`config.mk`:
```
export PLATFORM = sky130hd
export DESIGN_NAME = kmcBusResponse
export DESIGN_NICKNAME = d
export VERILOG_FILES = /design/src/hw/kmcPkg.sv /design/src/hw/kmcBusResponse.sv
export SDC_FILE = /design/constraint.sdc
export NUM_CORES = 1
export LEC_CHECK = 0
export BUFFER_PORTS_ARGS = -buffer_cell sky130_fd_sc_hd__buf_4
export CELL_PAD_IN_SITES_DETAIL_PLACEMENT = 0
export CELL_PAD_IN_SITES_GLOBAL_PLACEMENT = 2
export CORE_MARGIN = 3
export CORE_UTILIZATION = 19
export CTS_BUF_LIST = sky130_fd_sc_hd__clkbuf_16
export DETAILED_ROUTE_END_ITERATION = 10
export PLACE_DENSITY = 0.8
export SLEW_MARGIN = 10
export SYNTH_ARGS = -nofsm -noshare
export SYNTH_HDL_FRONTEND = slang
export SYNTH_SLANG_ARGS = --single-unit
```
`constraint.sdc`:
```
create_clock -name clk -period 1.2 [get_ports clk]
set_clock_uncertainty 0.05 [all_clocks]
set_input_delay 0.36 -clock clk [delete_from_list [all_inputs] [get_ports clk]]
set_output_delay 0.36 -clock clk [all_outputs]
set_load 0.1 [all_outputs]
```
`src/hw/kmcPkg.sv`:
```
// KMC11 front end shared constants, bus field positions and pipeline types

`default_nettype none

package kmcPkg;

   ////////////////////////////////////////////////////////////
   // Device identity
   ////////////////////////////////////////////////////////////

   localparam int busWidth     = 36;              // Address and data word width
   localparam int csrWidth     = 16;              // Register word width
   localparam int mntAddrWidth = 10;              // Maintenance address, store depth
   localparam int devWidth     = 4;
   localparam int addrWidth    = 18;

   localparam logic [devWidth-1:0]  kmcDev  = 4'd3;        // Device number
   localparam logic [addrWidth-1:0] kmcAddr = 18'o760540;  // SEL0, others at +2 +4 +6
   localparam logic [csrWidth-1:0]  kmcVect = 16'o300;     // Base interrupt vector

   ////////////////////////////////////////////////////////////
   // Address word layout, little-endian numbering
   ////////////////////////////////////////////////////////////

   localparam int flagRead  = 32;
   localparam int flagWrite = 30;
   localparam int flagPhys  = 27;
   localparam int flagIo    = 25;
   localparam int flagWru   = 24;                 // Who-are-you cycle
   localparam int flagVect  = 23;                 // Interrupt vector read
   localparam int flagByte  = 22;

   localparam int devField  = 18;                 // Device number in bits 21:18
   localparam int addrField = 0;                  // Register address in bits 17:0

   ////////////////////////////////////////////////////////////
   // Maintenance byte (high byte of SEL0)
   ////////////////////////////////////////////////////////////

   localparam int mntRun     = 7;
   localparam int mntMclr    = 6;                 // Self-clearing
   localparam int mntCramWr  = 5;                 // Self-clearing
   localparam int mntCramOut = 4;
   localparam int mntLuStep  = 2;
   localparam int mntLuLoop  = 1;

   // Bits that hold their value once written
   localparam logic [7:0] mntWrMask = 8'((1 << mntRun) | (1 << mntCramOut) |
                                         (1 << mntLuStep) | (1 << mntLuLoop));

   typedef enum logic [1:0] {
      opNone,
      opRead,
      opWrite,
      opVectRead
   } kmcOp_t;

   typedef enum logic [1:0] {
      sel0,
      sel2,
      sel4,
      sel6
   } kmcSel_t;

endpackage

`default_nettype wire

```
`src/hw/kmcBusResponse.sv`:
```
// KMC11 stage 3, read multiplexer with registered acknowledge and read data

`default_nettype none
`timescale 1ns/1ns

module kmcBusResponse
   import kmcPkg::*;
(
   input  wire logic                    clk,
   input  wire logic                    rstN,
   input  wire logic                    valid2,
   input  kmcOp_t                       op2,
   input  kmcSel_t                      sel2,
   input  wire logic                    cramOut,
   input  wire logic [7:0]              mntByte,
   input  wire logic [7:0]              csr0Lo,
   input  wire logic [csrWidth-1:0]     csr2,
   input  wire logic [csrWidth-1:0]     csr4,
   input  wire logic [csrWidth-1:0]     csr6,
   input  wire logic [mntAddrWidth-1:0] mntAddr,
   input  wire logic [csrWidth-1:0]     cramWord,
   output logic                         devAck,
   output logic      [busWidth-1:0]     devDataOut
);

   logic                hit;
   logic                isRead;
   logic [csrWidth-1:0] readWord;

   assign hit    = valid2 && (op2 != opNone);
   assign isRead = valid2 && ((op2 == opRead) || (op2 == opVectRead));

   always_comb
   begin
      case (sel2)
         sel0:          readWord = {mntByte, csr0Lo};
         kmcPkg::sel2:  readWord = csr2;
         sel4:          readWord = cramOut ? {{(csrWidth-mntAddrWidth){1'b0}}, mntAddr} : csr4;
         default:       readWord = cramOut ? cramWord : csr6;
      endcase
      if (op2 == opVectRead)
         readWord = kmcVect;                       // Alternate vector not supported
   end

   ////////////////////////////////////////////////////////////
   // Acknowledge and data out
   ////////////////////////////////////////////////////////////

   always_ff @(posedge clk or negedge rstN)
   begin
      if (!rstN)
      begin
         devAck     <= 1'b0;
         devDataOut <= '0;
      end
      else
      begin
         devAck     <= hit;
         devDataOut <= isRead ? {{(busWidth-csrWidth){1'b0}}, readWord} : '0;
      end
   end

endmodule

`default_nettype wire

```
---- Word-level counts from Yosys, hierarchy flattened ----
Cells that the tools add are included.
word-level totals
  bits in registers ....................... 17
  output and inout bits ................... 37
operators by class
  multiplexer cells ....................... 5
  eq/ne operators ......................... 4
  reductions and logical operators ........ 5
operators by type and width
  operator              count
  $mux W16              4
  $pmux W16 S3          1
  $eq A2 B1 Y1 const B  2
  $eq A2 B2 Y1 const B  2
  $logic_and A1 B1 Y1   2
  $logic_not A2 Y1      1
  $reduce_bool A2 Y1    1
  $logic_or A1 B1 Y1    1

---- Longest topological paths before layout ----
  depth after elaboration ................. 4
  gate-level depth with buffers ........... 5

---- Worst setup path before layout ----
No wires, ideal clock.
  path kind ............................... input -> register
  from .................................... input port cramOut
  to ...................................... register devDataOut[10]
  setup slack ............................. -180 ps
  library setup time ...................... 138 ps
  path buffers ............................ 2
  stages .................................. 5
  data arrival time ....................... 1192 ps
  path through ............................ buf_6 -> buf_12 -> mux2_4 -> a221oi_1 -> a211oi_1
on the way
  longest elaborated chain between the ends .. 4
ends and longest elaborated chain
  what                                line                                        source
  from (decl)                         kmcBusResponse.sv:14                        input wire logic cramOut,
  $mux W16, on equally long branches  kmcBusResponse.sv:39, kmcBusResponse.sv:38
  $pmux W16 S3 *                      kmcBusResponse.sv:35                        case (sel2)
  $mux W16 *                          kmcBusResponse.sv:41                        if (op2 == opVectRead)
  $mux W16 *                          kmcBusResponse.sv:59                        devDataOut <= isRead ? {{(busWidth-csrWidth){1'b0}}, readWord} : '0;
  to (signal assigned)                kmcBusResponse.sv:59
  to (decl)                           kmcBusResponse.sv:23                        output logic [busWidth-1:0] devDataOut
Every way passes the cells marked *; elsewhere a longest branch is shown, timed or not.

---- Worst setup path after layout ----
  from .................................... register devDataOut[10]
  to ...................................... output port devDataOut[10]
No word-level cell between the ends.

==> run metrics <==
total inserted antenna cells 0; per-instance average area after synthesis 10.2 um^2; weighted congestion at the end of routability-driven global placement 0.751; clock root cell sky130_fd_sc_hd__clkbuf_16; area after detailed placement 0.00235 mm^2; initial antenna violation count 0; Bufs on Longest Clock Path 2; type of origin of the critical path flip-flop; Crit Path Max Fanout 1; launch point of the worst hold path op2[0]; Die Ht 90.6 um; count of final max-slew check failures 0; TritonCTS clock tree done; Core Util, Final 0.383; area of all placed cells without fillers 0.00263 mm^2; Top FF cell, synth sky130_fd_sc_hd__dfrtp_1; Hold Violations, Final 0; clock buffer count from CTS 3; signal arrival time at the worst endpoint 0.83 ns; minimum clock period 1.24 ns; storage element area 440 um^2; power per standard cell area 885 mW/mm^2; layout-stage area growth over the synthesis result 93.1%; post-synthesis instance total 133; initial standard-cell utilization of the core 0.198; wire length of the first global-routing pass 7710 um; run status complete, but fails checks; Tightest Hold Check Type input port to flip-flop; Tot Pwr 2.33 mW; CP bufs+invs 1; number of standard-cell rows in the floorplan 30; mapped cell area 0.00136 mm^2; Port Buf Inserts 114; CP Class flip-flop to output port; peak per-stage delay on the critical path 0.40 ns; area inside the core boundary 0.00687 mm^2; FFs w/ async S/R, synth 1.00; violations in the final reports setup timing; number of synthesized flops with an enable pin 0; number of setup violations in the final report 17; first drt pass iteration count 4; final-layout setup total negative slack -0.447 ns; fraction of final layout cells sized beyond drive strength 1 0.632; max_cap viols 0; clock transition at the registers of the reported paths 0.05 ns; Leak 1.26 nW; unrepaired setup endpoints after global routing true; total via count after detailed routing 1436; number of I/O pins 135; wire length per cell 14.2 um; DPL Wire Length 4220 um; vias per std cell 4.06; number of sinks driven by the clock tree 17; DP Worst Slack -0.342 ns; pin count of the biggest net entering global routing 18; sequential fraction of the synthesis area 0.313; Layout Cells excl Fill 354; Iter 0 DRT Violations 41; top cell family by delay on the critical path flip-flops; sum of overflow across all layers after global routing 0; worst vdd ir 317 uV; die outline width 90.6 um; total length of routed wires 5020 um; hold path depth 2; post-synthesis cell type count 27; Multi-input gate area 818 um^2; Final nets 357; Worst setup EP type output port; overall die area 0.00822 mm^2; Synth warnings 0; global-route total usage across every layer 0.119; ratio of final minimum period to clock period 1.03; Hold Worst Slack 0.302 ns; achievable clock frequency 0.809 GHz; H-tree depth 1; flop and latch count out of synthesis 17; worst-case setup margin in the final layout -0.0368 ns; Filler cells 709; Worst Hold Endpoint devAck$_DFF_PN0_; highest-delay cell along the critical path sky130_fd_sc_hd__dfrtp_2; critical path cell sequence buf_8; # DRC 0; data required time of the worst path 0.79 ns; antenna-violating nets left 0; number of instances in the placed design 347; vias in the first global route 1554
==> layout by cell type, fill, tap and decap left out, types with 3 or more instances in the layout <==
| cell | n |
|---|---|
| sky130_fd_sc_hd__mux4_1 | 3 |
| sky130_fd_sc_hd__dfrtp_1 | 5 |
| sky130_fd_sc_hd__nor4_1 | 4 |
| sky130_fd_sc_hd__a211oi_1 | 10 |
| sky130_fd_sc_hd__inv_1 | 3 |
| sky130_fd_sc_hd__buf_4 | 107 |
| sky130_fd_sc_hd__buf_6 | 8 |
| sky130_fd_sc_hd__a21oi_1 | 12 |
| sky130_fd_sc_hd__mux2i_1 | 6 |
| sky130_fd_sc_hd__clkbuf_16 | 3 |
| sky130_fd_sc_hd__nand2_1 | 7 |
| sky130_fd_sc_hd__dfrtp_2 | 12 |
| sky130_fd_sc_hd__conb_1 | 20 |
| sky130_fd_sc_hd__mux4_2 | 5 |
| sky130_fd_sc_hd__buf_12 | 4 |
| sky130_fd_sc_hd__a22oi_1 | 8 |
| sky130_fd_sc_hd__nor2b_1 | 7 |
| sky130_fd_sc_hd__buf_8 | 12 |
==> metal layers <==
layer	GRT usage	wire length, um	up-vias
met5	0	0	-
met4	0.0510	132	0
met3	0.0258	438	8
met2	0.212	2510	75
met1	0.135	1930	638
li1	-	-	715
==> worst max-delay path by stage <==
stage | cells after the start | to | from
2_1_floorplan | 5 | devDataOut[3]$_DFF_PN0_ | cramOut
3_3_place_gp | 4 | devDataOut[1]$_DFF_PN0_ | sel2[0]
3_5_place_dp | 4 | devDataOut[3]$_DFF_PN0_ | sel2[0]
4_1_cts | 1 | devDataOut[10] | devDataOut[10]$_DFF_PN0_
5_1_grt | 1 | devDataOut[15] | devDataOut[15]$_DFF_PN0_
6_report | 1 | devDataOut[10] | devDataOut[10]$_DFF_PN0_
==> cell type report <==
class	count	area share
clock inverter	1	0.00143
tap	96	0.0457
sequential	17	0.168
multi-input combinational	103	0.311
clock buffer	3	0.0286
timing repair buffer	132	0.443
inverter	2	0.00286
==> sequential cells by signal, indices dropped and copies added, names as in the netlist <==
signal and cells:
devDataOut 16, devAck 1
==> kinds of logic (layout without fill, tap and decap cells) <==
family          after synthesis  count (layout)  synth area share
buf+inv                      32             138             0.173
other cells                   1              20           0.00275
mux                          18              18             0.219
simple gates                 28              28             0.108
compound gates               37              37             0.186
flops                        17              17             0.313
==> cells in the mapped netlist, types with 3 or more instances <==
cell                       instances  area share
sky130_fd_sc_hd__a21oi_1          12       0.044
sky130_fd_sc_hd__mux2i_1           8       0.059
sky130_fd_sc_hd__dfrtp_1          17        0.31
sky130_fd_sc_hd__mux4_1            3       0.058
sky130_fd_sc_hd__mux4_2            5       0.083
sky130_fd_sc_hd__a211oi_1         10       0.055
sky130_fd_sc_hd__buf_2             4       0.015
sky130_fd_sc_hd__buf_4            21        0.12
sky130_fd_sc_hd__nor2_1            3      0.0083
sky130_fd_sc_hd__a22oi_1           8       0.044
sky130_fd_sc_hd__nand2_1           9       0.025
sky130_fd_sc_hd__nor2b_1           9       0.041
sky130_fd_sc_hd__nor4_1            4       0.018
==> what timing repair did <==
action                                 CTS  global route
buffers inserted                         0             2
endpoints found under the hold margin   17             0
pin swaps                                0             4
hold buffers                             1             0
gates resized for setup                 29            17
setup endpoints to repair               27            32
==> where the power goes <==
| part | switching [mW] | internal [mW] | total (mW) |
|---|---|---|---|
| clock network | 0.222 | 0.442 | 0.664 |
| logic | 0.632 | 0.421 | 1.05 |
| registers | 0.0121 | 0.597 | 0.609 |
Note: power is estimated with default switching activity, not from simulation.
