--- config.mk ---
export PLATFORM = sky130hd
export DESIGN_NAME = kmcCsrFile
export DESIGN_NICKNAME = d
export VERILOG_FILES = /design/src/hw/kmcPkg.sv /design/src/hw/kmcCsrFile.sv
export SDC_FILE = /design/constraint.sdc
export NUM_CORES = 1
export LEC_CHECK = 0
export BUFFER_PORTS_ARGS = -buffer_cell sky130_fd_sc_hd__buf_2
export CORE_ASPECT_RATIO = 0.7
export CORE_MARGIN = 2
export CORE_UTILIZATION = 48
export DETAILED_ROUTE_END_ITERATION = 8
export HOLD_SLACK_MARGIN = 0.06
export PLACE_DENSITY = 0.88
export RECOVER_POWER = 50
export SLEW_MARGIN = 10
export SYNTH_ARGS = -nofsm -noshare
export SYNTH_HDL_FRONTEND = slang
export SYNTH_SLANG_ARGS = --single-unit
--- constraint.sdc ---
create_clock -name clk -period 1.41 [get_ports clk]
set_input_delay 0.2115 -clock clk [delete_from_list [all_inputs] [get_ports clk]]
set_output_delay 0.2115 -clock clk [all_outputs]
set_load 0.01 [all_outputs]
--- src/hw/kmcPkg.sv ---
// KMC11 front end shared constants, bus field positions and pipeline types

`default_nettype none

package kmcPkg;

   ////////////////////////////////////////////////////////////
   // Device identity
   ////////////////////////////////////////////////////////////

   localparam int busWidth     = 36;              // Address and data word width
   localparam int csrWidth     = 16;              // Register word width
   localparam int mntAddrWidth = 10;              // Maintenance address, store depth
   localparam int devWidth     = 4;
   localparam int addrWidth    = 18;

   localparam logic [devWidth-1:0]  kmcDev  = 4'd3;        // Device number
   localparam logic [addrWidth-1:0] kmcAddr = 18'o760540;  // SEL0, others at +2 +4 +6
   localparam logic [csrWidth-1:0]  kmcVect = 16'o300;     // Base interrupt vector

   ////////////////////////////////////////////////////////////
   // Address word layout, little-endian numbering
   ////////////////////////////////////////////////////////////

   localparam int flagRead  = 32;
   localparam int flagWrite = 30;
   localparam int flagPhys  = 27;
   localparam int flagIo    = 25;
   localparam int flagWru   = 24;                 // Who-are-you cycle
   localparam int flagVect  = 23;                 // Interrupt vector read
   localparam int flagByte  = 22;

   localparam int devField  = 18;                 // Device number in bits 21:18
   localparam int addrField = 0;                  // Register address in bits 17:0

   ////////////////////////////////////////////////////////////
   // Maintenance byte (high byte of SEL0)
   ////////////////////////////////////////////////////////////

   localparam int mntRun     = 7;
   localparam int mntMclr    = 6;                 // Self-clearing
   localparam int mntCramWr  = 5;                 // Self-clearing
   localparam int mntCramOut = 4;
   localparam int mntLuStep  = 2;
   localparam int mntLuLoop  = 1;

   // Bits that hold their value once written
   localparam logic [7:0] mntWrMask = 8'((1 << mntRun) | (1 << mntCramOut) |
                                         (1 << mntLuStep) | (1 << mntLuLoop));

   typedef enum logic [1:0] {
      opNone,
      opRead,
      opWrite,
      opVectRead
   } kmcOp_t;

   typedef enum logic [1:0] {
      sel0,
      sel2,
      sel4,
      sel6
   } kmcSel_t;

endpackage

`default_nettype wire

--- src/hw/kmcCsrFile.sv ---
// KMC11 stage 2, CSR and maintenance byte writes with byte lanes and master clear

`default_nettype none
`timescale 1ns/1ns

module kmcCsrFile
   import kmcPkg::*;
(
   input  wire logic                clk,
   input  wire logic                rstN,
   input  wire logic                devReset,
   input  wire logic                valid1,
   input  kmcOp_t                   op1,
   input  kmcSel_t                  sel1,
   input  wire logic                byteWr1,
   input  wire logic                hiByte1,
   input  wire logic [csrWidth-1:0] data1,
   output logic                     valid2,
   output kmcOp_t                   op2,
   output kmcSel_t                  sel2,
   output logic                     cramOut,
   output logic [7:0]               mntByte,
   output logic [7:0]               csr0Lo,
   output logic [csrWidth-1:0]      csr2,
   output logic [csrWidth-1:0]      csr4,
   output logic [csrWidth-1:0]      csr6,
   output logic                     mntAddrWr,
   output logic                     mntInstWr,
   output logic                     cramWr,
   output logic [csrWidth-1:0]      wrData
);

   logic wrHit;
   logic loLane;
   logic hiLane;
   logic sel0Wr;
   logic mclrSet;                                  // MCLR written this cycle
   logic mclrPend;                                 // Clear runs one cycle later
   logic kmcInit;

   function automatic logic [csrWidth-1:0] mergeLanes(input logic [csrWidth-1:0] oldWord,
                                                      input logic [csrWidth-1:0] newWord,
                                                      input logic lo,
                                                      input logic hi);
      logic [csrWidth-1:0] merged;
      merged = oldWord;
      if (lo)
         merged[7:0] = newWord[7:0];
      if (hi)
         merged[csrWidth-1:8] = newWord[csrWidth-1:8];
      return merged;
   endfunction

   ////////////////////////////////////////////////////////////
   // Write decode and maintenance strobes
   ////////////////////////////////////////////////////////////

   assign wrHit   = valid1 && (op1 == opWrite);
   assign loLane  = !byteWr1 || !hiByte1;
   assign hiLane  = !byteWr1 || hiByte1;
   assign sel0Wr  = wrHit && (sel1 == sel0);
   assign mclrSet = sel0Wr && hiLane && data1[8 + mntMclr];
   assign kmcInit = devReset || mclrPend;
   assign cramOut = mntByte[mntCramOut];

   // CRAMOUT steers SEL4 and SEL6 writes to the maintenance registers
   assign mntAddrWr = wrHit && (sel1 == sel4) && cramOut;
   assign mntInstWr = wrHit && (sel1 == sel6) && cramOut;
   assign cramWr    = sel0Wr && hiLane && data1[8 + mntCramWr];
   assign wrData    = data1;

   always_ff @(posedge clk or negedge rstN)
   begin
      if (!rstN)
      begin
         valid2   <= 1'b0;
         op2      <= opNone;
         sel2     <= sel0;
         mclrPend <= 1'b0;
         mntByte  <= '0;
         csr0Lo   <= '0;
         csr2     <= '0;
         csr4     <= '0;
         csr6     <= '0;
      end
      else
      begin
         valid2   <= valid1;
         op2      <= op1;
         sel2     <= sel1;
         mclrPend <= mclrSet;
         if (kmcInit)                              // Maintenance regs and store survive
         begin
            mntByte <= '0;
            csr0Lo  <= '0;
            csr2    <= '0;
            csr4    <= '0;
            csr6    <= '0;
         end
         else
         begin
            if (sel0Wr && loLane)
               csr0Lo <= data1[7:0];
            if (sel0Wr && hiLane)
               mntByte <= data1[csrWidth-1:8] & mntWrMask;   // MCLR, CRAMWR stored as 0
            if (wrHit && (sel1 == kmcPkg::sel2))
               csr2 <= mergeLanes(csr2, data1, loLane, hiLane);
            if (wrHit && (sel1 == sel4) && !cramOut)
               csr4 <= mergeLanes(csr4, data1, loLane, hiLane);
            if (wrHit && (sel1 == sel6) && !cramOut)
               csr6 <= mergeLanes(csr6, data1, loLane, hiLane);
         end
      end
   end

endmodule

`default_nettype wire

# Yosys cells after proc, flatten, opt, wreduce, memory -nomap -nowiden
# Cells that the tools add are included.
totals:
  reg_bits: 70
  output_inout_bits: 89
  word_cells: 61
op_classes:
  n_eq_ne: 4
  mux: 12
  n_reduce_logical: 33
op_table:
  columns: ["op", "count"]
  rows:
  - ["$mux 16", 6]
  - ["$mux 8", 6]
  - ["$reduce_bool 2->1", 7]
  - ["$logic_and 1x1->1", 13]
  - ["$reduce_and 2->1", 6]
  - ["$eq 2x2->1 const B", 3]
  - ["$logic_not 1->1", 3]
  - ["$logic_or 1x1->1", 3]
  - ["$eq 2x1->1 const B", 1]
  - ["$logic_not 2->1", 1]

# Depth between registers and ports, before layout
logic_depth:
  ltp_word: 6
  depth_mapped: 5
  ltp_nobuf: 3

# Worst setup path before layout
# No wires, ideal clock.
synth_path:
  kind: "register -> register"
  start: "reg mntByte[4]"
  end: "reg csr4[10]"
  setup_time_ns: 0.130
  t_arrival_ns: 1.024
  t_required_ns: 1.280
  slack_ns: 0.257
  path_stages_with_launch: 4
  path_buffers: 0
  period_less_slack_ns: 1.153
  path_cell_list: "dfrtp_1 nor2_1 nand3_2 mux2i_1"
synth_between:
  elab_chain_len: 4
synth_lines:
  columns: ["element", "line", "source"]
  rows:
  - ["start, declared", "kmcCsrFile.sv:22", "output logic [7:0] mntByte,"]
  - ["start signal, assigned", "kmcCsrFile.sv:105", "mntByte <= data1[csrWidth-1:8] & mntWrMask;"]
  - ["$logic_not 1->1", "kmcCsrFile.sv:108", "if (wrHit && (sel1 == sel4) && !cramOut)"]
  - ["$logic_and 1x1->1", "kmcCsrFile.sv:108", null]
  - ["$reduce_bool 2->1 (no line)", null, null]
  - ["$reduce_and 2->1 (no line)", null, null]
  - ["end signal, assigned", "kmcCsrFile.sv:109", "csr4 <= mergeLanes(csr4, data1, loLane, hiLane);"]
  - ["end, declared", "kmcCsrFile.sv:25", "output logic [csrWidth-1:0] csr4,"]
# No other way between the ends.
# A chain may end at the register's enable or synchronous reset.

# Final worst setup path
layout_path:
  start: "in op1[0]"
  end: "out cramWr"
layout_between:
  elab_chain_len: 5
layout_lines:
  columns: ["element", "line", "source"]
  rows:
  - ["start, declared", "kmcCsrFile.sv:13", "input kmcOp_t op1,"]
  - ["$eq 2x2->1", "kmcCsrFile.sv:58", "assign wrHit = valid1 && (op1 == opWrite);"]
  - ["$logic_and 1x1->1", "kmcCsrFile.sv:58", null]
  - ["$logic_and 1x1->1", "kmcCsrFile.sv:61", "assign sel0Wr = wrHit && (sel1 == sel0);"]
  - ["$logic_and 1x1->1 (2 in series)", "kmcCsrFile.sv:69", "assign cramWr = sel0Wr && hiLane && data1[8 + mntCramWr];"]
  - ["end, declared", "kmcCsrFile.sv:29", "output logic cramWr,"]
# No other way between the ends.

==> summary.txt <==
Setup path
  – CP required: approximately 1.2 ns
  – Critical path peak fanout: 5
  – CP bufs+invs: 2
  – Critical Path AT: roughly 1.1 ns
  – Max stage delay on crit path: roughly 0.37 ns
  – Setup CP Type: primary input to output pin
  – CP max-delay cell: and4bb_2
  – Cells on worst reg2reg path: 3
  – Crit path launch type: primary input
  – Worst path cell trace: clkbuf_1 -> and4bb_2 -> and3b_1 -> and2_1 -> buf_2
  – CP top delay family: simple AND/OR/NAND/NOR gates
  – WP depth: 5
  – Crit path capture type: output pin

Clock tree
  – Maximum root-to-sink buffer count: 2
  – Clk root buf: clkbuf_8
  – # hold bufs at CTS: 5
  – CTS tree: done
  – Clock H-tree levels: 3
  – TritonCTS buffer count: 9
  – Worst skew pair latency: approximately 0.34 ns
  – Clock transition at path regs: 0.07 ns
  – Post-CTS sizing: 0
  – Post-CTS Setup Inserts: 0
  – Clock Sinks: 66

Global route
  – Number of global-route vias before repair: ~2200
  – Initial antenna violation count: 0
  – Global route hottest layer: met2
  – Met2 Use GR: a little under a third
  – First-pass GRT wire length: around 11 mm
  – GRT overflow: 0
  – Largest net degree at the start of global routing: 67
  – M1 GR Usage: between 20 and 30%
  – Met3 Usage GRT: 6.75%
  – Overall Global Routing Usage: about a fifth

Synthesis
  – Post-synthesis sequential area ratio: between 50% and 60%
  – Syn Area/Cell: 11.4 µm²
  – Synth Register Bits: 66
  – Mapped Cells: 257
  – Ys Warns: 0
  – Mapped Area: 2920 µm²
  – Netlist cell types: 18

Timing
  – Final Critical Period: between 1 and 1.5 ns
  – RSZ-0062 raised after global routing: false
  – Max-slew violations: 0
  – Slew at the pin closest to its max-slew limit: between 0.8 and 0.9 ns
  – Fin crit share: a little over nine tenths
  – Rel. slew slack: 45.8%
  – Final setup vio count: 0
  – Final hold vios: 0
  – Hold WS: approximately 0.10 ns
  – Max frequency: roughly 0.75 GHz
  – Clock skew: between 0.007 and 0.008 ns

Floorplan
  – Std-Cell Rows: 23
  – Height of the die: 69.3 µm
  – Starting density of the core: about half
  – Die X: 97.3 µm
  – Total die area: ~6700 µm²
  – Number of I/O pins: approximately 120
  – Core Footprint: about 5800 µm²

Drt
  – DR iter-0 viols: between 90 and 100
  – Routed vias: 2165
  – Vias/cell: a little under 5
  – Avg WL per Cell: between 15 and 20 µm
  – DRT Pass-1 Iters: 4
  – DRC Markers: 0
  – Drt total wl: roughly 6.6 mm
  – Post-route ant nets: 0

Run
  – Max-Cap Viols: 0

Final layout
  – Nets@finish: approximately 390
  – Final core occ: between 60% and 70%
  – Layout Cells excl Fill: roughly 440
  – Fill cells: ~510
  – P&R area growth vs syn: 24.8%
  – Design area: 3650 µm²
  – # diodes: 0
  – Layout cells sized above 1: a little over a quarter

Placement
  – Final HPWL DP: 4.57 mm
  – # placed instances: 419
  – Port Buffers: 110
  – GP Congestion: 0.766
  – Post-DP Area: ~3500 µm²

Power
  – PD cells: 1030 nW/µm²
  – Leakage: about 2.1 nW
  – Peak VDD IR: about 0.53 mV
  – Total power: between 0.003 and 0.004 W

Worst hold path
  – Hold WC Path Type: primary input to flip-flop
  – Hold path depth: 1

Status
  – Status: finished, final reports clean
==> Yosys cell counts (all sizes together) <==
library cell   n  area (µm²)
and4b          2        20.0
mux2i         60         601
nand2b         1        6.26
conb           1        3.75
nor2           3        11.3
nand2         78         293
dfrtp         66        1650
nand3b         2        15.0
clkbuf         3        11.3
and2           2        12.5
and3b          1        8.76
buf           31         223
nand3          4        40.0
and3           1        6.26
nand4b         1        8.76
and4bb         1        12.5
==> where the power goes <==
part,switching [W],internal (W)
clock,0.000674,0.000851
combinational,0.000198,0.000106
sequential,0.0000123,0.00192
==> routing by layer <==
layer	vias to the layer above	wire [µm]
met4	0	64
met2	74	3040
li1	1028	-
met1	1055	3110
met5	-	0
met3	8	424
==> flip-flops by register name, summed over array words and instances (netlist names) <==
name and flops:
csr2 16, op2 2, csr0Lo 8, mclrPend 1, valid2 1, sel2 2, mntByte 4, csr4 16
csr6 16
==> path summary, 6_finish.rpt <==
kind	to	startpoint	slack [ns]
setup reg to reg	csr4[2]	mntByte[4]	0.13
min in group asynchronous	mntByte[7]	rstN	0.59
hold / removal	sel2[0]	sel1[0]	0.10
max in group asynchronous	csr2[4]	rstN	0.29
setup / recovery	cramWr	op1[0]	0.08
hold reg to reg	csr0Lo[6]	csr0Lo[6]	0.52
==> placed cells by master (no fill, tap or decap), types with 2 or more instances in the layout <==
master         count
clkinv_2           2
dlygate4sd3_1      5
nand3_2            4
conb_1             4
dfrtp_1           66
nor2_1             2
and4b_1            2
nand3b_1           2
clkbuf_8          10
and2_1             2
buf_2             70
buf_12             4
clkbuf_1          42
nand2_1           78
buf_4              4
mux2i_1           60
==> per-stage QoR <==
stage	setup TNS, ns	setup WS (ns)
finish	0	0.0804
global route	0	0.00485
CTS	0	0.0644
detailed placement	-0.00550	-0.00550
global placement	0	0.0564
floorplan	0	0.257
==> final cells by class <==
type / count / area [µm²] / share of cell area [%]
well taps: 75 / 93.8 / 2.57
clock buffers: 12 / 145 / 3.98
clock inverters: 3 / 40.0 / 1.10
repair buffers: 123 / 661 / 18.1
flip-flops and latches: 66 / 1650 / 45.3
multi-input cells: 160 / 1060 / 29.0
==> worst register-to-register path: cells and delay by family, from the launching register on <==
kind | cells | cell delay (ns)
simple gates | 2 | 0.50
flops | 1 | 0.45
mux | 1 | 0.20
==> cells by family after synthesis <==
logic type,Yosys count,synth area share [%]
buffers and inverters,34,8.00
DFF,66,56.5
muxes,60,20.5
and+or+nand+nor,96,14.8
other,1,0.128
Note: power is estimated with default switching activity, not from simulation.
