File: config.mk
export PLATFORM = sky130hd
export DESIGN_NAME = kmcBusDecode
export DESIGN_NICKNAME = d
export VERILOG_FILES = /design/src/hw/kmcPkg.sv /design/src/hw/kmcBusDecode.sv
export SDC_FILE = /design/constraint.sdc
export NUM_CORES = 1
export LEC_CHECK = 0
export ABC_AREA = 1
export BUFFER_PORTS_ARGS = -buffer_cell sky130_fd_sc_hd__buf_4
export CAP_MARGIN = 20
export CORE_MARGIN = 10
export CORE_UTILIZATION = 31
export CTS_BUF_LIST = sky130_fd_sc_hd__clkbuf_8
export DETAILED_ROUTE_END_ITERATION = 10
export GPL_TIMING_DRIVEN = 0
export HOLD_SLACK_MARGIN = 0.02
export PLACE_DENSITY = 0.83
export SKIP_CTS_REPAIR_TIMING = 1
export SYNTH_ARGS = -nofsm -noshare
export SYNTH_HDL_FRONTEND = slang
export SYNTH_SLANG_ARGS = --single-unit
File: constraint.sdc
create_clock -name clk -period 0.8 [get_ports clk]
set_clock_uncertainty 0.1 [all_clocks]
set_input_delay 0.08 -clock clk [delete_from_list [all_inputs] [get_ports clk]]
set_output_delay 0.08 -clock clk [all_outputs]
set_load 0.01 [all_outputs]
File: src/hw/kmcPkg.sv
// KMC11 front end shared constants, bus field positions and pipeline types

`default_nettype none

package kmcPkg;

   ////////////////////////////////////////////////////////////
   // Device identity
   ////////////////////////////////////////////////////////////

   localparam int busWidth     = 36;              // Address and data word width
   localparam int csrWidth     = 16;              // Register word width
   localparam int mntAddrWidth = 10;              // Maintenance address, store depth
   localparam int devWidth     = 4;
   localparam int addrWidth    = 18;

   localparam logic [devWidth-1:0]  kmcDev  = 4'd3;        // Device number
   localparam logic [addrWidth-1:0] kmcAddr = 18'o760540;  // SEL0, others at +2 +4 +6
   localparam logic [csrWidth-1:0]  kmcVect = 16'o300;     // Base interrupt vector

   ////////////////////////////////////////////////////////////
   // Address word layout, little-endian numbering
   ////////////////////////////////////////////////////////////

   localparam int flagRead  = 32;
   localparam int flagWrite = 30;
   localparam int flagPhys  = 27;
   localparam int flagIo    = 25;
   localparam int flagWru   = 24;                 // Who-are-you cycle
   localparam int flagVect  = 23;                 // Interrupt vector read
   localparam int flagByte  = 22;

   localparam int devField  = 18;                 // Device number in bits 21:18
   localparam int addrField = 0;                  // Register address in bits 17:0

   ////////////////////////////////////////////////////////////
   // Maintenance byte (high byte of SEL0)
   ////////////////////////////////////////////////////////////

   localparam int mntRun     = 7;
   localparam int mntMclr    = 6;                 // Self-clearing
   localparam int mntCramWr  = 5;                 // Self-clearing
   localparam int mntCramOut = 4;
   localparam int mntLuStep  = 2;
   localparam int mntLuLoop  = 1;

   // Bits that hold their value once written
   localparam logic [7:0] mntWrMask = 8'((1 << mntRun) | (1 << mntCramOut) |
                                         (1 << mntLuStep) | (1 << mntLuLoop));

   typedef enum logic [1:0] {
      opNone,
      opRead,
      opWrite,
      opVectRead
   } kmcOp_t;

   typedef enum logic [1:0] {
      sel0,
      sel2,
      sel4,
      sel6
   } kmcSel_t;

endpackage

`default_nettype wire

File: src/hw/kmcBusDecode.sv
// KMC11 stage 1, decodes a bus request into an operation and a register select

`default_nettype none
`timescale 1ns/1ns

module kmcBusDecode
   import kmcPkg::*;
(
   input  wire logic                clk,
   input  wire logic                rstN,
   input  wire logic                devReq,
   input  wire logic [busWidth-1:0] devAddr,
   input  wire logic [busWidth-1:0] devData,
   output logic                     valid1,
   output kmcOp_t                   op1,
   output kmcSel_t                  sel1,
   output logic                     byteWr1,
   output logic                     hiByte1,
   output logic [csrWidth-1:0]      data1
);

   logic [devWidth-1:0]  reqDev;
   logic [addrWidth-1:0] reqAddr;
   logic                 devHit;                  // Physical IO cycle for this card
   logic                 regHit;                  // One of the four select registers
   kmcOp_t               opNext;

   assign reqDev  = devAddr[devField +: devWidth];
   assign reqAddr = devAddr[addrField +: addrWidth];

   ////////////////////////////////////////////////////////////
   // Request decode
   ////////////////////////////////////////////////////////////

   always_comb
   begin
      devHit = devAddr[flagPhys] && devAddr[flagIo] && !devAddr[flagWru] &&
               (reqDev == kmcDev);
      // Block is octal aligned, bits 2:1 pick the register, bit 0 the byte
      regHit = devHit && !devAddr[flagVect] &&
               (reqAddr[addrWidth-1:3] == kmcAddr[addrWidth-1:3]);
      opNext = opNone;
      if (devHit && devAddr[flagVect] && devAddr[flagRead])
      begin
         opNext = opVectRead;
      end
      else if (regHit && devAddr[flagRead])
      begin
         opNext = opRead;
      end
      else if (regHit && devAddr[flagWrite])
      begin
         opNext = opWrite;
      end
   end

   always_ff @(posedge clk or negedge rstN)
   begin
      if (!rstN)
      begin
         valid1  <= 1'b0;
         op1     <= opNone;
         sel1    <= sel0;
         byteWr1 <= 1'b0;
         hiByte1 <= 1'b0;
         data1   <= '0;
      end
      else
      begin
         valid1  <= devReq;
         op1     <= devReq ? opNext : opNone;      // Misses travel as opNone
         sel1    <= kmcSel_t'(reqAddr[2:1]);
         byteWr1 <= devAddr[flagByte];
         hiByte1 <= devAddr[flagByte] && reqAddr[0];
         data1   <= devData[csrWidth-1:0];
      end
   end

endmodule

`default_nettype wire

### After elaboration in Yosys (flattened, before gate mapping)

Cells that the tools add are included.

| storage, ports and cells | value |
|---|---|
| register bits | 23 |
| output and inout port bits | 23 |
| logic and storage cells | 24 |

| cells by class | value |
|---|---|
| equal/unequal tests | 2 |
| muxes and demuxes | 4 |
| reduce and logical (&&, ||, !) cells | 12 |

Operator list:

| cell | number |
|---|---|
| 15-bit equality test, second input constant | 1 |
| 1-bit logical AND | 10 |
| 2-bit two-way mux | 4 |
| 4-bit by 2-bit equality test with 1-bit output, second input constant | 1 |
| 1-bit zero test | 2 |

### Longest topological paths before layout

Gate-level depths: netlist of the first run.

| logic depth | value |
|---|---|
| word-level depth | 10 |
| depth in mapped cells | 6 |
| mapped depth without buffers | 6 |

### Least setup slack after synthesis of the first run

OpenSTA, ideal clock, no wires.

| timing path | value |
|---|---|
| path type | input to register |
| start | input port devAddr[21] |
| end | register op1[0] |
| arrival time | 0.477 ns |
| data required time | 0.634 ns |
| path slack | 0.157 ns |
| stages on the path | 5 |
| path buffers | 0 |
| path through | nor2_1 -> nand2_1 -> nor2_2 -> nand3_1 -> nand2_1 |

| between the ends | value |
|---|---|
| word-level cells in the longest chain between the ends | 8 |

Ends and longest elaborated chain:

| item | line | source |
|---|---|---|
| start: declaration | kmcBusDecode.sv:12 | `input wire logic [busWidth-1:0] devAddr,` |
| 4-bit by 2-bit equality test with 1-bit output (*) | kmcBusDecode.sv:38 | `(reqDev == kmcDev);` |
| 1-bit logical AND (*) | kmcBusDecode.sv:37 | `devHit = devAddr[flagPhys] && devAddr[flagIo] && !devAddr[flagWru] &&` |
| 1-bit logical AND (2 in a row) | kmcBusDecode.sv:40 | `regHit = devHit && !devAddr[flagVect] &&` |
| 1-bit logical AND | kmcBusDecode.sv:47 | `else if (regHit && devAddr[flagRead])` |
| 2-bit two-way mux | kmcBusDecode.sv:47 |  |
| 2-bit two-way mux (*) | kmcBusDecode.sv:43 | `if (devHit && devAddr[flagVect] && devAddr[flagRead])` |
| 2-bit two-way mux (*) | kmcBusDecode.sv:71 | `op1 <= devReq ? opNext : opNone;` |
| end signal: assignment | kmcBusDecode.sv:62 | `op1 <= opNone;` |
| end signal: assignment | kmcBusDecode.sv:71 |  |
| end: declaration | kmcBusDecode.sv:15 | `output kmcOp_t op1,` |

Mark *: on every way between the ends. The rest lies on a longest branch, timed or not.

### Final worst setup path of the first run

| timing path | value |
|---|---|
| start | register data1[13] |
| end | output port data1[13] |

RTL lines:

| item | line | source |
|---|---|---|
| start: declaration | kmcBusDecode.sv:19 | `output logic [csrWidth-1:0] data1` |
| start signal: assignment | kmcBusDecode.sv:75 | `data1 <= devData[csrWidth-1:0];` |

No word-level cell between the ends.

==> results.txt, run 1 <==
----------------------------------------------------
[Drt]
  Total number of vias ... 784
  Detailed-route wire length per cell ... approximately 17 um
  Total routed wirelength ... ~3100 um
  Top layer in use ... met4
  DR DRC count ... 0
  Vias per cell ... 4.28
  First DRT Iteration DRCs ... 28
  Drt pass-1 iters ... 4
  Met2 wire len ... 1340 um
  Detail Route Antenna Nets ... 0
  Post-route met1 wirelength ... approximately 1200 um
  Met3 routed WL ... approximately 530 um

[Pwr]
  Power per standard cell area ... ~1500 nW/um^2
  Sw frac ... between 20% and 30%
  Clock power share ... roughly 28%
  Static power due to leakage ... between 0.8 and 0.9 nW
  Share of power burned in registers ... between 50% and 60%
  Internal power consumption ... about 1.9 mW
  VDD IR-drop max ... between 0.8 and 0.9 mV
  Switching pwr ... between 500 and 600 uW
  Post-layout total power ... between 2 and 2.5 mW
  Power share of the combinational group ... between 10% and 20%

[Timing]
  Share of the clock period used by the worst path after layout ... 122%
  Final setup slack of the worst path ... -0.173 ns
  RSZ-0062 raised after global routing ... true
  Worst Tran Pin Value ... about 0.29 ns
  Hold violation total from the final report ... 2
  Count of final setup violators ... 23
  Final min period ... 0.973 ns
  Max-slew violation total from the final report ... 0
  Minimum hold slack ... -0.00566 ns
  FMAX ... 1.03 GHz
  Slew HR ... between 80% and 90%

[Floorplan]
  Number of core rows ... 17
  Die Y ... around 69 um
  Placeable core area ... approximately 2200 sq um
  Full die area ... between 4000 and 5000 sq um
  Initial Utilization ... between 30% and 40%
  Die W ... between 60 and 70 um
  I/O Pins ... between 90 and 100

[Placement]
  Post-Place Cell Area ... 1290 sq um
  Pre-CTS setup slack ... -0.0264 ns
  Port Buffers ... 70
  Placed wire-length estimate after detailed placement ... 2180 um
  Routability Congestion ... roughly 0.75

[Yosys]
  Part of the Yosys area used for sequential elements ... roughly four fifths
  Yosys warns ... 0
  Count of flip-flops with a built-in enable after synthesis ... 0
  Proportion of synthesized flip-flops having asynchronous set or reset ... 100%
  Most frequent cells after synthesis ... 23 x sky130_fd_sc_hd__dfrtp_1, 12 x sky130_fd_sc_hd__nand2_1, 9 x sky130_fd_sc_hd__inv_1, 7 x sky130_fd_sc_hd__nor2_1, 3 x sky130_fd_sc_hd__nor2_2
  Yosys top cell by area ... sky130_fd_sc_hd__dfrtp_1
  Dominant cells by area after synthesis ... sky130_fd_sc_hd__dfrtp_1 78%, sky130_fd_sc_hd__nand2_1 6.1%, sky130_fd_sc_hd__inv_1 4.6%, sky130_fd_sc_hd__nor2_1 3.6%, sky130_fd_sc_hd__nor2_2 2.6%
  Mean instance size in the synthesized netlist ... between 10 and 15 sq um
  Post-synth net total ... around 130
  Cells after synthesis ... 59
  Cell area after technology mapping ... roughly 730 sq um
  Post-synthesis register bit count ... 23
  Dominant synthesized flop cell ... sky130_fd_sc_hd__dfrtp_1
  Most frequent cell after synthesis ... sky130_fd_sc_hd__dfrtp_1
  Distinct cell type count after synthesis ... 9
  Fraction of synthesized cell area taken by the top area cell type ... 78.4%

[Global route]
  Total congestion overflow after global routing ... 0
  Initial antenna violation count ... 0
  Largest net degree at the start of global routing ... 24
  Number of global-route vias before repair ... 744
  Global-route wire length before repair ... roughly 3600 um
  Global Route Usage Sum ... a little over a tenth

[Worst setup path]
  Critical path data required time ... roughly 0.62 ns
  Worst-path cell with the longest stage delay ... sky130_fd_sc_hd__dfrtp_1
  Critical path startpoint category ... register
  Top Family by Delay on Critical Path ... flip-flops
  CP peak stage delay ... 0.41 ns
  Critical Path AT ... ~0.79 ns
  Critical path start-end classification ... reg2out
  Critical path capture point type ... primary output
  Crit-path cells ... buf_6
  Maximum fanout along the worst path ... 1
  Buffers & Inverters on Critical Path ... 1

[Clock network]
  Number of buffers inserted during clock tree synthesis ... 3
  Clock buffer depth ... 2
  CTS sink count ... 23
  Clock tree from TritonCTS ... built
  Clock input transition at the sequential cells of the worst setup and hold paths ... around 0.080 ns
  CTS H-tree depth ... 1
  Clk Tree Root Cell ... sky130_fd_sc_hd__clkbuf_8

[Job]
  Max-cap check violation count ... 0

[Cells and area]
  Final Util ... about 73%
  Number of filler cells placed in the layout ... approximately 130
  Proportion of layout cells with a drive suffix above 1 ... a little under 50%
  Summed area of non-filler cells in the final layout ... ~1600 sq um
  Register area ... 576 sq um
  Area grow syn2layout ... 123%
  Antenna diode count ... 0
  Total number of nets in the final design ... ~230
  Area of the multi-input gates ... around 130 sq um

[Outcome]
  Outcome ... finished with violations
  Violated checks ... negative hold slack, negative setup slack

[Worst hold path]
  Classification of the worst-slack hold path ... in2reg
  Hold Path Sink ... op1[1]$_DFF_PN0_
  Source of the worst hold timing path ... devAddr[23]
  Hold Path Stages ... 3

----------------------------------------------------
[sequential cells by signal (all words and copies together) (netlist names)]
name	count
data1	16
hiByte1	1
op1	2
sel1	2
byteWr1	1
valid1	1
[final cells by class]
type                            instances  share of cell area (%)
Clock inverter                          1                   0.229
Timing Repair Buffer                   92                    50.3
Sequential cell                        23                    35.1
Inverter                                9                    2.06
Multi-Input combinational cell         27                    7.63
Clock buffer                            3                    2.52
Tap cell                               28                    2.14
[how the worst max path moves through the flow]
| stage | depth (start not counted) | endpoint | start | slack, ns |
|---|---|---|---|---|
| global placement | 6 | op1[0]$_DFF_PN0_ | devAddr[9] | -0.01 |
| floorplan | 5 | op1[0]$_DFF_PN0_ | devAddr[21] | 0.16 |
| global route | 1 | data1[13] | data1[13]$_DFF_PN0_ | -0.20 |
| CTS | 1 | data1[10] | data1[10]$_DFF_PN0_ | -0.18 |
| detailed placement | 6 | op1[0]$_DFF_PN0_ | devAddr[21] | -0.03 |
| finish | 1 | data1[13] | data1[13]$_DFF_PN0_ | -0.17 |
[power by group through the flow]
stage	logic, mW	clock network, mW	registers, mW
CTS	0.358	0.670	1.23
global placement	0.344	0	1.25
global route	0.517	0.768	1.25
detailed placement	0.358	0	1.26
floorplan	0.0304	0	1.28
finish	0.479	0.679	1.24
[through the flow]
step                cells  TNS (ns)
global route          183     -4.01
finish                183     -3.32
global placement      157   -0.0292
detailed placement    157   -0.0458
floorplan              59         0
CTS                   161     -3.36
[routing by layer]
metal / GRT usage, % / up-vias
met2: 16.9 / 73
met5: 0 / -
met1: 10.5 / 342
met3: 5.15 / 2
met4: 6.78 / 0
li1: - / 367
[cells in the final DEF (no fill, tap or decap)]
cell type                        n
sky130_fd_sc_hd__buf_4          49
sky130_fd_sc_hd__buf_6          21
sky130_fd_sc_hd__clkbuf_8        3
sky130_fd_sc_hd__dfrtp_1        23
sky130_fd_sc_hd__dlygate4sd3_1  22
sky130_fd_sc_hd__inv_1          10
sky130_fd_sc_hd__nand2_1        12
sky130_fd_sc_hd__nand3_1         1
sky130_fd_sc_hd__nand3_2         1
sky130_fd_sc_hd__nand3b_1        1
sky130_fd_sc_hd__nand4_1         2
sky130_fd_sc_hd__nor2_1          7
sky130_fd_sc_hd__nor2_2          3
[cells by family (layout without fill, tap and decap cells)]
| kind of cell | after synthesis | in the layout | synth area share (%) |
|---|---|---|---|
| buffers and inverters | 9 | 105 | 4.60 |
| DFF | 23 | 23 | 78.4 |
| and+or+nand+nor | 27 | 27 | 17.0 |
Power figures use the tool's default switching activity.
==> run 2, diff against run 1 <==
==> constraint.sdc (replaced) <==
create_clock -name clk -period 0.8 [get_ports clk]
set_clock_uncertainty 0.1 [all_clocks]
set_input_delay 0.12 -clock clk [delete_from_list [all_inputs] [get_ports clk]]
set_output_delay 0.12 -clock clk [all_outputs]
set_load 0.01 [all_outputs]
==> run 2 against run 1 <==
Combinational power is 1% lower. Critical endpoint unchanged. Setup slack worse by 0.037 ns. Clock power about the same. Critical path depth unchanged. Non-clock buffer count shrank 1. Final cell count down 0.55%. Via count shrank 1.5%. Wire length grew 0.26%. Total power fell by 0.21%. Fmax fell by 3.7%. The run still ends with negative hold slack, negative setup slack left.
==> results.txt, run 2 (synthesis results as in run 1) <==
----------------------------------------------------
[Floorplan]
  Number of core rows ... 17 (unchanged)
  Full die area ... 4720 sq um (unchanged)
  Die Y ... 68.7 um (unchanged)
  I/O Pins ... 98 (unchanged)
  Die W ... 68.7 um (unchanged)
  Initial Utilization ... 32.9% (unchanged)
  Placeable core area ... 2230 sq um (unchanged)

[Cells and area]
  Top flop regs ... data1: 16 flops, op1: 2 flops, sel1: 2 flops
  Proportion of layout cells with a drive suffix above 1 ... 50.0% (+0.32 points)
  Leading cell type in the layout, fill and taps excluded ... sky130_fd_sc_hd__buf_4
  Commonest non-fill, non-tap cells in the layout ... 49 x sky130_fd_sc_hd__buf_4, 23 x sky130_fd_sc_hd__dfrtp_1, 21 x sky130_fd_sc_hd__dlygate4sd3_1, 21 x sky130_fd_sc_hd__buf_6, 12 x sky130_fd_sc_hd__nand2_1
  Max FFs per register ... 16 (unchanged)
  Top register by number of flip-flops ... data1
  Total number of nets in the final design ... 230 (-0.43%)
  Summed area of non-filler cells in the final layout ... 1630 sq um (-0.61%)
  Area grow syn2layout ... 122%
  Antenna diode count ... 0 (unchanged)

[Worst hold path]
  Hold Path Stages ... 3 (unchanged)
  Classification of the worst-slack hold path ... in2reg
  Hold Path Sink ... hiByte1$_DFF_PN0_
  Source of the worst hold timing path ... devAddr[0]

[Drt]
  DR DRC count ... 0 (unchanged)
  Vias per cell ... 4.24 (-0.99%)
  Drt pass-1 iters ... 4 (unchanged)
  First DRT Iteration DRCs ... 40 (+43%)
  Total number of vias ... 772 (-1.5%)
  Detailed-route wire length per cell ... 17.0 um (+0.81%)
  Total routed wirelength ... 3100 um (+0.26%)
  Detail Route Antenna Nets ... 0 (unchanged)

[Worst setup path]
  Critical Path AT ... 0.79 ns (about the same)
  Crit-path cells ... buf_6
  CP peak stage delay ... 0.40 ns (about the same)
  Critical path start-end classification ... reg2out
  Buffers & Inverters on Critical Path ... 1 (unchanged)
  Worst-path cell with the longest stage delay ... sky130_fd_sc_hd__dfrtp_1
  Maximum fanout along the worst path ... 1 (unchanged)
  Critical path startpoint category ... register
  Critical path capture point type ... primary output
  Top Family by Delay on Critical Path ... flip-flops
  Critical path data required time ... 0.58 ns (-0.04 ns)

[Timing]
  FMAX ... 0.990 GHz (-3.7%)
  Final setup slack of the worst path ... -0.210 ns (-0.0374 ns)
  Setup TNS ... -4.32 ns (-0.998 ns)
  Slew HR ... 81.2% (+0.47 points)
  RSZ-0062 raised after global routing ... true
  Max-slew violation total from the final report ... 0 (unchanged)
  Minimum hold slack ... -0.0565 ns (-0.0508 ns)
  Hold violation total from the final report ... 1 (-1)
  Final min period ... 1.01 ns (+0.0374 ns)
  Share of the clock period used by the worst path after layout ... 126% (+4.7 points)
  Worst Tran Pin Value ... 0.282 ns (-0.00708 ns)
  Count of final setup violators ... 24 (+4.3%)

[Global route]
  Total congestion overflow after global routing ... 0 (unchanged)
  Most Used Layer, Global Route ... met2
  Initial antenna violation count ... 0 (unchanged)
  Global-route wire length before repair ... 3570 um (unchanged)
  Met2 track demand over resource in global routing ... 16.9% (unchanged)
  Met3 track demand over resource ... 5.15% (unchanged)
  Global routing met1 resource utilization ... 10.5% (unchanged)
  Largest net degree at the start of global routing ... 24 (unchanged)
  Global Route Usage Sum ... 10.5% (unchanged)
  Number of global-route vias before repair ... 744 (unchanged)

[Clock network]
  Clock tree from TritonCTS ... built
  Clock input transition at the sequential cells of the worst setup and hold paths ... 0.08 ns (about the same)
  Number of buffers inserted during clock tree synthesis ... 3 (unchanged)
  CTS sink count ... 23 (unchanged)
  CTS H-tree depth ... 1 (unchanged)
  Clk Tree Root Cell ... sky130_fd_sc_hd__clkbuf_8
  Clock buffer depth ... 2 (unchanged)

[Pwr]
  Power per standard cell area ... 1470 nW/um^2 (+0.40%)
  Static power due to leakage ... 0.862 nW (-0.48%)
  VDD IR-drop max ... 0.839 mV (+0.79%)

[Placement]
  Post-Place Cell Area ... 1290 sq um (unchanged)
  Port Buffers ... 70 (unchanged)
  Routability Congestion ... 0.753 (unchanged)
  Pre-CTS setup slack ... -0.0664 ns (-0.0400 ns)
  Placed wire-length estimate after detailed placement ... 2180 um (unchanged)

[Outcome]
  Violated checks ... negative hold slack, negative setup slack
  Outcome ... finished with violations

[Job]
  Max-cap check violation count ... 0 (unchanged)

----------------------------------------------------
-- run 2: cell types whose count changed in the layout (fill, tap and decap cells not counted) --
cell,delta
sky130_fd_sc_hd__dlygate4sd3_1,-1
-- run 2: worst min-delay path, stage by stage --
cell and delay (ns):
sky130_fd_sc_hd__buf_4 0.08, sky130_fd_sc_hd__nand2_1 0.04, sky130_fd_sc_hd__inv_1 0.04
-- run 2: area by class of cell --
class                      count  area (sq um)
inverter                       9          33.8
clock buffer                   3          41.3
timing repair buffer          91           815
multi-input combinational     27           125
tap                           28          35.0
fill                         128           604
clock inverter                 1          3.75
sequential                    23           576
-- run 2: worst max path at each step --
stage | cells after the start | slack, ns | to | start
3_5_place_dp | 6 | -0.07 | op1[0]$_DFF_PN0_ | devAddr[21]
4_1_cts | 1 | -0.22 | data1[10] | data1[10]$_DFF_PN0_
2_1_floorplan | 5 | 0.12 | op1[0]$_DFF_PN0_ | devAddr[21]
3_3_place_gp | 6 | -0.05 | op1[0]$_DFF_PN0_ | devAddr[9]
6_report | 1 | -0.21 | data1[13] | data1[13]$_DFF_PN0_
5_1_grt | 1 | -0.24 | data1[13] | data1[13]$_DFF_PN0_
-- run 2: power breakdown --
part           switching, mW  internal, mW  total (mW)  leakage (nW)
clock network          0.337         0.342       0.679        0.0269
registers             0.0287          1.22        1.24         0.274
logic                  0.154         0.319       0.473         0.562
-- run 2: through the flow --
| stage | cells | power [mW] | utilization [%] |
|---|---|---|---|
| floorplan | 59 | 1.31 | - |
| global placement | 157 | 1.60 | 58.0 |
| detailed placement | 157 | 1.61 | 58.0 |
| CTS | 161 | 2.26 | 60.0 |
| global route | 182 | 2.54 | 72.9 |
| finish | 182 | 2.40 | 72.9 |
-- run 2: metal layers --
layer  vias to the layer above  share of wire [%]
met5                         -                  0
met4                         0                2.0
met3                         4                 16
met2                        61                 43
met1                       342                 39
li1                        365                  -
